## src/include/fma_settings.svh

```systemverilog
// FMA sum and normalize slice settings
// Fraction width and the datapath widths derived from it

`ifndef FMA_SETTINGS_SVH
`define FMA_SETTINGS_SVH

// Stored fraction width of the format
`define FMA_NF 10

// Sum and anticipator width, wide enough for the aligned addend plus carry room
`define FMA_SUM_WIDTH (3*`FMA_NF+7)

// The aligned addend is one bit short of the sum
`define FMA_ADDEND_WIDTH (`FMA_SUM_WIDTH-1)

// Product of two significands with guard room
`define FMA_PRODUCT_WIDTH (2*`FMA_NF+4)

// Width of a leading-zero or shift count over the sum
`define FMA_CNT_WIDTH ($clog2(`FMA_SUM_WIDTH))

`endif
```

## src/rtl/fmaPkg.sv

```systemverilog
// FMA sum and normalize types
// Vector types shared by the stages and their interfaces

`include "fma_settings.svh"

package fmaPkg;

   //////////////////////////////////////////////////
   // Datapath vectors
   //////////////////////////////////////////////////

   // Aligned addend as delivered by the alignment shifter
   typedef logic [`FMA_ADDEND_WIDTH-1:0] addendT;

   // Product mantissa from the multiplier array
   typedef logic [`FMA_PRODUCT_WIDTH-1:0] productT;

   // Sum, magnitude and normalized result all share this width
   typedef logic [`FMA_SUM_WIDTH-1:0] sumT;

   // Anticipated or true normalization shift
   typedef logic [`FMA_CNT_WIDTH-1:0] shiftCntT;

endpackage

```

## src/rtl/fmaIfs.sv

```systemverilog
// FMA sum and normalize interfaces
// Operand bundle for the anticipator and the link between the two stages

`timescale 1ns/1ns

//////////////////////////////////////////////////
// Prepared operands for the leading-zero anticipator
//////////////////////////////////////////////////

// Purely combinational, sampled in the same cycle as the adder
interface lzaOperandsIf;
   import fmaPkg::*;

   // Addend after the optional inversion for subtraction
   addendT aPrep;
   // Product zero-extended to the addend width
   addendT prodExt;
   // Carry into the bottom bit, set for two's complement subtraction
   logic carryIn;
   // Effective subtraction
   logic sub;

   modport source (output aPrep, prodExt, carryIn, sub);
   modport sink (input aPrep, prodExt, carryIn, sub);
endinterface

//////////////////////////////////////////////////
// Stage one to stage two register link
//////////////////////////////////////////////////

// Valid is high for exactly one cycle per item, with no back-pressure
interface normStageIf;
   import fmaPkg::*;

   logic valid;
   // Absolute value of the sum
   sumT mag;
   // Sign of the two's complement sum
   logic sign;
   // Anticipated leading-zero count, exact or one short
   shiftCntT aCnt;

   modport source (output valid, mag, sign, aCnt);
   modport sink (input valid, mag, sign, aCnt);
endinterface

```

## src/rtl/fmaSumNorm.sv

```systemverilog
// FMA sum and normalize slice
// Two-stage pipeline from addend and product to a normalized magnitude

`timescale 1ns/1ns

module fmaSumNorm (
   input  logic              clk,
   input  logic              reset,

   // Operand side
   input  logic              inValid,
   input  fmaPkg::addendT    addend,
   input  fmaPkg::productT   product,
   input  logic              sub,

   // Result side, two cycles after the matching inValid
   output logic              outValid,
   output fmaPkg::sumT       mantissa,
   output fmaPkg::shiftCntT  normCount,
   output logic              negative,
   output logic              zero
);
   import fmaPkg::*;

   //////////////////////////////////////////////////
   // Stage link
   //////////////////////////////////////////////////

   // Registered magnitude, sign and anticipated count between the stages
   normStageIf stageLink ();

   //////////////////////////////////////////////////
   // Stage one
   //////////////////////////////////////////////////

   // Add, magnitude and leading-zero anticipation
   sumStage sumPart (
      .clk(clk),
      .reset(reset),
      .inValid(inValid),
      .addend(addend),
      .product(product),
      .sub(sub),
      .toNorm(stageLink.source)
   );

   //////////////////////////////////////////////////
   // Stage two
   //////////////////////////////////////////////////

   // Normalizing shift with the one-bit correction
   normShift normPart (
      .clk(clk),
      .reset(reset),
      .fromSum(stageLink.sink),
      .outValid(outValid),
      .mantissa(mantissa),
      .normCount(normCount),
      .negative(negative),
      .zero(zero)
   );

endmodule

```

## src/rtl/normShift.sv

```systemverilog
// FMA normalize stage
// Shifts the magnitude by the anticipated count and fixes a one-place shortfall

`timescale 1ns/1ns

module normShift (
   input  logic              clk,
   input  logic              reset,
   normStageIf.sink          fromSum,
   output logic              outValid,
   output fmaPkg::sumT       mantissa,
   output fmaPkg::shiftCntT  normCount,
   output logic              negative,
   output logic              zero
);
   import fmaPkg::*;

   localparam int W = $bits(sumT);

   // Result of the anticipated shift and of the corrected shift
   sumT coarse;
   sumT fine;

   // Set when the anticipator came up one place short
   logic short;

   shiftCntT trueCnt;
   logic magZero;

   //////////////////////////////////////////////////
   // Normalization shift
   //////////////////////////////////////////////////

   // The anticipated count never overshoots, so this shift never drops a one
   assign coarse = fromSum.mag << fromSum.aCnt;

   // A clear top bit means the leading one sits one place lower
   assign short = ~coarse[W-1];

   // One-bit correction shift
   assign fine = short ? {coarse[W-2:0], 1'b0} : coarse;

   // Reported count is the true leading-zero count of the magnitude
   assign trueCnt = fromSum.aCnt + shiftCntT'(short);

   //////////////////////////////////////////////////
   // Zero detection
   //////////////////////////////////////////////////

   // Checked on the magnitude itself and not on the shifted value
   assign magZero = (fromSum.mag == '0);

   //////////////////////////////////////////////////
   // Output register
   //////////////////////////////////////////////////

   always_ff @(posedge clk) begin
      if (reset) begin
         outValid <= 1'b0;
      end else begin
         outValid <= fromSum.valid;
      end
   end

   // Every valid item is taken since there is no back-pressure
   always_ff @(posedge clk) begin
      if (fromSum.valid) begin
         // A zero magnitude shifts to an all-zero result by itself
         mantissa <= fine;
         normCount <= trueCnt;
         negative <= fromSum.sign;
         zero <= magZero;
      end
   end

endmodule

```

## src/rtl/sumStage.sv

```systemverilog
// FMA sum stage
// Adds or subtracts the addend, takes the magnitude and anticipates its leading zeros

`timescale 1ns/1ns

module sumStage (
   input  logic             clk,
   input  logic             reset,
   input  logic             inValid,
   input  fmaPkg::addendT   addend,
   input  fmaPkg::productT  product,
   input  logic             sub,
   normStageIf.source       toNorm
);
   import fmaPkg::*;

   localparam int W = $bits(sumT);

   // Operands shared by the adder and the anticipator
   lzaOperandsIf lzaOps ();

   // Full two's complement sum and its absolute value
   sumT sum;
   sumT mag;
   logic sign;

   // Shift count from the anticipator
   shiftCntT aCnt;

   //////////////////////////////////////////////////
   // Operand preparation
   //////////////////////////////////////////////////

   // Subtraction uses the inverted addend plus one
   assign lzaOps.aPrep = sub ? ~addend : addend;

   // Product zero-extended up to the addend width
   assign lzaOps.prodExt = addendT'(product);

   assign lzaOps.carryIn = sub;
   assign lzaOps.sub = sub;

   //////////////////////////////////////////////////
   // Adder and magnitude
   //////////////////////////////////////////////////

   // The subtract bit extends the inverted addend, so the top bit becomes the sign
   assign sum = {lzaOps.sub, lzaOps.aPrep} + sumT'(lzaOps.prodExt) + sumT'(lzaOps.carryIn);

   assign sign = sum[W-1];

   // A negative result is negated back to a magnitude
   // It can never reach the most negative value, so the negation is exact
   assign mag = sign ? -sum : sum;

   //////////////////////////////////////////////////
   // Leading-zero anticipation
   //////////////////////////////////////////////////

   // Runs beside the adder on the same prepared operands
   fmaLza anticipator (
      .ops(lzaOps.sink),
      .sCnt(aCnt)
   );

   //////////////////////////////////////////////////
   // Stage register
   //////////////////////////////////////////////////

   // Valid follows the input strobe by one cycle
   always_ff @(posedge clk) begin
      if (reset) begin
         toNorm.valid <= 1'b0;
      end else begin
         toNorm.valid <= inValid;
      end
   end

   // Payload loads only with a valid item and holds otherwise
   always_ff @(posedge clk) begin
      if (inValid) begin
         toNorm.mag <= mag;
         toNorm.sign <= sign;
         toNorm.aCnt <= aCnt;
      end
   end

endmodule

```

## src/rtl/fmaLza.sv

```systemverilog
// Leading-zero anticipator for the FMA sum
// Predicts the normalization shift from the operands while the adder runs

`timescale 1ns/1ns

module fmaLza (
   lzaOperandsIf.sink ops,
   output fmaPkg::shiftCntT sCnt
);
   import fmaPkg::*;

   localparam int W = $bits(sumT);

   // Leading indicator string, one bit per sum position
   sumT f;

   // Propagate, generate and kill over the addend positions
   addendT p;
   addendT g;
   addendT k;

   // Neighbour strings, the one above and the one below each position
   addendT pUp;
   addendT gDn;
   addendT kDn;

   //////////////////////////////////////////////////
   // Bitwise operand strings
   //////////////////////////////////////////////////

   assign p = ops.aPrep ^ ops.prodExt;
   assign g = ops.aPrep & ops.prodExt;
   assign k = ~ops.aPrep & ~ops.prodExt;

   // Above the top addend bit sits the extension bit of the sum, which is the subtract bit
   assign pUp = {ops.sub, p[W-2:1]};

   // Below the bottom bit the carry-in acts as a generate, its absence as a kill
   assign gDn = {g[W-3:0], ops.carryIn};
   assign kDn = {k[W-3:0], ~ops.carryIn};

   //////////////////////////////////////////////////
   // Indicator string
   //////////////////////////////////////////////////

   // Top position fires when an addition propagates into the extension bit
   assign f[W-1] = ~ops.sub & p[W-2];

   // A position fires where the sum stops repeating its sign, so the first set bit
   // lands on the leading digit of the magnitude or one place above it
   // The bottom position also takes the sum's own bottom bit, which catches a
   // magnitude of one that the neighbour strings miss at the lower edge
   assign f[W-2:0] = (pUp & ((g & ~kDn) | (k & ~gDn))) |
                     (~pUp & ((k & ~kDn) | (g & ~gDn))) |
                     addendT'(p[0] ^ ops.carryIn);

   //////////////////////////////////////////////////
   // Count
   //////////////////////////////////////////////////

   // Leading zeros of f give the anticipated shift
   lzc #(
      .WIDTH(W)
   ) indicatorCount (
      .num(f),
      .zeroCnt(sCnt)
   );

endmodule

```

## src/rtl/lzc.sv

```systemverilog
// Leading-zero counter
// Binary priority tree over a power-of-two padded input

`timescale 1ns/1ns

`include "fma_settings.svh"

module lzc #(
   parameter int WIDTH = `FMA_SUM_WIDTH
) (
   input  logic [WIDTH-1:0]         num,
   output logic [$clog2(WIDTH)-1:0] zeroCnt
);

   localparam int CW = $clog2(WIDTH);
   // Tree leaves, rounded up to a power of two
   localparam int P = 1 << CW;

   logic [P-1:0] padded;
   // Per level, a node is valid when its subtree holds a one
   logic vld [CW+1][P];
   logic [CW-1:0] cnt [CW+1][P];

   // Padding goes below the input so it never wins over a real one
   assign padded = P'(num) << (P - WIDTH);

   always_comb begin
      // Leaf i sees bit i counted from the top
      for (int i = 0; i < P; i++) begin
         vld[0][i] = padded[P-1-i];
         cnt[0][i] = '0;
      end
      // Each level merges pairs, the left child being more significant
      for (int l = 0; l < CW; l++) begin
         for (int j = 0; j < P; j++) begin
            if (j < (P >> (l + 1))) begin
               vld[l+1][j] = vld[l][2*j] | vld[l][2*j+1];
               // An empty left half adds its full 2**l zeros to the right count
               cnt[l+1][j] = vld[l][2*j] ? cnt[l][2*j] : (cnt[l][2*j+1] | CW'(1 << l));
            end else begin
               vld[l+1][j] = 1'b0;
               cnt[l+1][j] = '0;
            end
         end
      end
   end

   // All-zero input reports WIDTH, cut to the port width
   assign zeroCnt = vld[CW][0] ? cnt[CW][0] : CW'(WIDTH);

endmodule

```

## config.mk

```make
export PLATFORM = sky130hd
export DESIGN_NAME = fmaSumNorm
export DESIGN_NICKNAME = d
export VERILOG_FILES = /design/src/rtl/fmaPkg.sv /design/src/rtl/fmaIfs.sv /design/src/rtl/fmaSumNorm.sv /design/src/rtl/normShift.sv /design/src/rtl/sumStage.sv /design/src/rtl/fmaLza.sv /design/src/rtl/lzc.sv
export VERILOG_INCLUDE_DIRS = /design/src /design/src/include
export SDC_FILE = /design/constraint.sdc
export NUM_CORES = 1
export LEC_CHECK = 0
export BUFFER_PORTS_ARGS = -buffer_cell sky130_fd_sc_hd__buf_2
export CAP_MARGIN = 10
export CORE_ASPECT_RATIO = 0.5
export CORE_MARGIN = 2
export CORE_UTILIZATION = 35
export CTS_CLUSTER_SIZE = 40
export DETAILED_ROUTE_END_ITERATION = 10
export GPL_TIMING_DRIVEN = 0
export MAX_ROUTING_LAYER = met4
export SYNTH_ARGS = -nofsm -noshare
export SYNTH_HDL_FRONTEND = slang
export SYNTH_SLANG_ARGS = --single-unit
```

## constraint.sdc

```tcl
create_clock -name clk -period 12.1 [get_ports clk]
set_clock_uncertainty 0.05 [all_clocks]
set_input_delay 0.605 -clock clk [delete_from_list [all_inputs] [get_ports clk]]
set_output_delay 0.605 -clock clk [all_outputs]
set_load 0.05 [all_outputs]
```

==> metrics.md <==
| Metric | Value |
|---|---|
| Critical Path Sink Type | `flop` |
| Met3 WL | `1333 um` |
| Pwr dens | `126.3 nW/um2` |
| NumNets Final | `1490` |
| Final Hold Violating Endpoints | `0` |
| CP Data Required Time | `12.13 ns` |
| Post-synth top flop | `edfxtp_1` |
| Fin crit period | `7.531 ns` |
| Initial Util | `35.65%` |
| Final Max Slew Viols | `0` |
| Die area | `31090 um2` |
| Post-CTS repair timing setup buffer count | `0` |
| Register-to-Register Path Depth | `13` |
| Core ar. | `29070 um2` |
| Peak supply drop | `0.07477 mV` |
| TNS Setup | `0 ns` |
| Register bit total from synthesis | `91` |
| Slew HR | `30.60%` |
| Hold Path Depth | `2` |
| Fraction of layout cells with a size suffix above 1 | `15.82%` |
| Post-route ant nets | `0` |
| PortBufs | `108` |
| Largest net degree at the start of global routing | `46` |
| Clock Path Buffers | `2` |
| Vias in the first global route | `9002` |
| Critical R2R Launch | `sumPart.toNorm.aCnt[0]$_SDFFCE_PN1P_` |
| Post-synth cell types | `85` |
| Psw | `0.6125 mW` |
| Internal Pwr Total | `0.8703 mW` |
| Post-DP HPWL | `25130 um` |
| Combinational power share | `50.2%` |
| Hold-fix buffers, CTS | `0` |
| Max Used Layer | `met4` |
| Sequential Area | `2714 um2` |
| Hold Path Sink | `sumPart.toNorm.valid$_SDFF_PP0_` |
| Area grow syn2layout | `13.26%` |
| Net Sw Frac | `41.30%` |
| GRT Total Usage | `20.03%` |
| CP Cell Sequence | `buf_2, buf_2, buf_1, buf_1, clkbuf_1, buf_1, clkbuf_1, xor2_1, inv_1, ha_1, clkbuf_1, nand2_1, o21ai_0, a211oi_1, o31ai_1, a211oi_1, nor4bb_1, nand3_1, nor4_1, a41oi_1, xnor2_1` |
| I/O pin cnt | `110` |
| Hold crit path type | `in2reg` |
| Avg Inst Size Synth | `8.271 um2` |
| Clock group share of total power | `19.8%` |
| Std-Cell Rows | `44` |
| R2R Setup Slk | `8.00 ns` |
| Largest stage delay on the critical path | `0.68 ns` |
| CP delay by family, top | `buffers and inverters` |
| MaxCap Viol Count | `0` |
| Leakage power | `4.628 nW` |
| CP bufs+invs | `9` |
| Setup WS post-layout | `4.569 ns` |
| Initial antenna violation count | `1` |
| Hold_sp | `reset` |
| Syn Inst Count | `1253` |
| Final instance area | `11740 um2` |
| GR Overflow Total | `0` |
| Ys Warns | `0` |
| Post-cts resize count | `0` |
| Outcome | `completed` |
| Routed via count | `9639` |
| CP startpoint kind | `input port` |
| Syn nets | `1370` |
| Post-synth EDFFs | `89` |
| Drc violations | `0` |
| Critical path's slowest cell | `clkbuf_1` |
| Root Driver | `clkbuf_16` |
| Least-Margin Pin Slew | `1.031 ns` |
| Final-layout fill cell count | `3028` |
| Met2 wire length | `14060 um` |
| Crit path kind | `in2reg` |
| CTS tree | `done` |
| Clk sinks | `91` |
| Tcrit/Tclk final | `62.24%` |
| Number of DRC markers in iteration 0 | `732` |
| Routability cong. | `0.9811` |
| Worst Path Arrival | `7.56 ns` |
| DR WL/cell | `17.26 um` |
| Pre-Repair DR Iteration Count | `5` |
| CP max FO | `10` |
| Placement Setup Slack | `4.206 ns` |
| Post-synth ARST share | `0%` |
| Flop pwr share | `30.0%` |
| FF-to-FF End | `normPart.normCount[4]$_DFFE_PP_` |
| DP Area | `11410 um2` |
| M1 WL | `14830 um` |
| Final wirelength | `30550 um` |
| Clk pin slew, worst setup/hold paths | `0.06 ns` |
| Register area share after synthesis | `26.17%` |
| Endpoints failing setup | `0` |
| Vias/cell | `5.446` |
| Multi-input gate area | `6885 um2` |
| Core Util, Final | `40.38%` |
| Pwr Total | `1.483 mW` |
| Htree depth | `3` |
| Clock latency on the worst-skew pair | `0.34 ns` |
| First-pass GRT wire length | `48380 um` |
| Mapped Area | `10360 um2` |
| Setup repair after global routing missed its margin | `no` |
| Fmax | `132.8 MHz` |
| Die height | `125.7 um` |
| Num CTS Buffers | `9` |
| Die X | `247.4 um` |
==> layout make-up <==
cell class | instances | area share [%]
multi-input combinational | 981 | 58.66
sequential | 91 | 23.12
timing repair buffer | 109 | 4.776
tap | 391 | 4.168
buffer | 84 | 3.422
inverter | 97 | 3.102
clock buffer | 12 | 2.100
clock inverter | 4 | 0.6289
antenna | 1 | 0.02132
==> cells by family after synthesis <==
group | synth area share (%)
DFF | 26.17
buffers and inverters | 7.388
adders and majority gates | 6.471
muxes | 13.18
and+or+nand+nor | 17.16
xor gates and xnor gates | 7.690
AOI/OAI and AO/OA | 21.94
==> registers in the layout (all words and copies together), names as in the netlist <==
signal and count:
sumPart.toNorm.aCnt 6, normPart.mantissa 37, normPart.normCount 6, sumPart.toNorm.valid 1, sumPart.toNorm.mag 37, sumPart.toNorm.sign 1
normPart.outValid 1, normPart.zero 1, normPart.negative 1
==> through the flow <==
stage / cells / hold slack [ns]
6_report: 1770 / 0.3686
5_1_grt: 1770 / 0.3625
4_1_cts: 1769 / 0.3581
3_5_place_dp: 1753 / 0.3687
3_3_place_gp: 1752 / 0.3621
2_1_floorplan: 1253 / 0.3503
==> cells in the mapped netlist, types with 7 or more instances <==
| cell type | number | area (um2) |
|---|---|---|
| mux4_2 | 18 | 405.4 |
| and2_1 | 11 | 68.82 |
| edfxtp_1 | 89 | 2673 |
| o31ai_1 | 7 | 52.55 |
| nor3_1 | 23 | 115.1 |
| buf_2 | 13 | 65.06 |
| nand3_1 | 21 | 105.1 |
| o221ai_1 | 14 | 122.6 |
| nor4_1 | 13 | 81.33 |
| mux2_2 | 29 | 326.6 |
| a21oi_1 | 109 | 545.5 |
| nor2b_1 | 14 | 87.58 |
| o21ai_0 | 74 | 370.4 |
| xnor2_1 | 44 | 385.4 |
| clkbuf_1 | 50 | 187.7 |
| a21o_1 | 9 | 67.56 |
| o211ai_1 | 9 | 67.56 |
| xor2_1 | 47 | 411.6 |
| inv_1 | 95 | 356.6 |
| nand2b_1 | 10 | 62.56 |
| mux2i_1 | 62 | 620.6 |
| nor2_1 | 116 | 435.4 |
| o21a_1 | 11 | 82.58 |
| a31oi_1 | 13 | 81.33 |
| buf_1 | 12 | 45.04 |
| a211oi_1 | 30 | 225.2 |
| nand4_1 | 13 | 81.33 |
| a22oi_1 | 10 | 75.07 |
| o22ai_1 | 24 | 150.1 |
| nand2_1 | 113 | 424.2 |
| ha_1 | 52 | 650.6 |
==> cell usage in the layout (no fill, tap or decap), types with 4 or more instances in the layout <==
cell and n:
nor2_1 116, nor4_1 13, nand3_1 21, clkbuf_8 5
a21o_1 9, o211ai_1 9, nand2b_1 10, o31ai_1 7
xor2_1 47, clkbuf_16 9, a41oi_1 5, ha_1 52
o22ai_1 24, nand2_1 113, edfxtp_1 89, a221oi_1 5
a22oi_1 10, o221ai_1 14, xnor2_1 44, o21a_1 11
a211oi_1 30, nor3_1 23, mux4_2 18, a31oi_1 13
o21ai_0 74, inv_1 95, a21oi_1 109, mux2_2 29
or2_2 5, nand4_1 13, and3_1 5, nor2b_1 14
and2_1 11, clkbuf_1 52, or3_1 4, buf_1 12
mux2i_1 62, buf_2 121
==> per-layer routing <==
| metal | vias to the layer above | track usage (%) |
|---|---|---|
| li1 | 4822 | - |
| met1 | 4558 | 27.95 |
| met2 | 242 | 31.96 |
| met3 | 17 | 1.790 |
| met4 | 0 | 3.769 |
| met5 | - | - |
==> how the worst max path moves through the flow <==
stage	slack [ns]	start	depth (start not counted)	to
floorplan	6.07	sub	19	sumPart.toNorm.mag[35]$_DFFE_PP_
global placement	4.22	sub	21	sumPart.toNorm.mag[36]$_SDFFCE_PP0P_
detailed placement	4.21	sub	21	sumPart.toNorm.mag[36]$_SDFFCE_PP0P_
CTS	4.55	sub	21	sumPart.toNorm.mag[36]$_SDFFCE_PP0P_
global route	3.95	sub	21	sumPart.toNorm.mag[34]$_DFFE_PP_
finish	4.57	sub	21	sumPart.toNorm.mag[34]$_DFFE_PP_
==> power by group through the flow <==
stage,Combinational [mW],Clock [mW],Sequential [mW]
2_1_floorplan,0.495,0,0.491
3_3_place_gp,0.725,0,0.451
3_5_place_dp,0.735,0,0.451
4_1_cts,0.738,0.302,0.444
5_1_grt,0.817,0.313,0.450
6_report,0.745,0.293,0.445
Power figures use the tool's default switching activity.
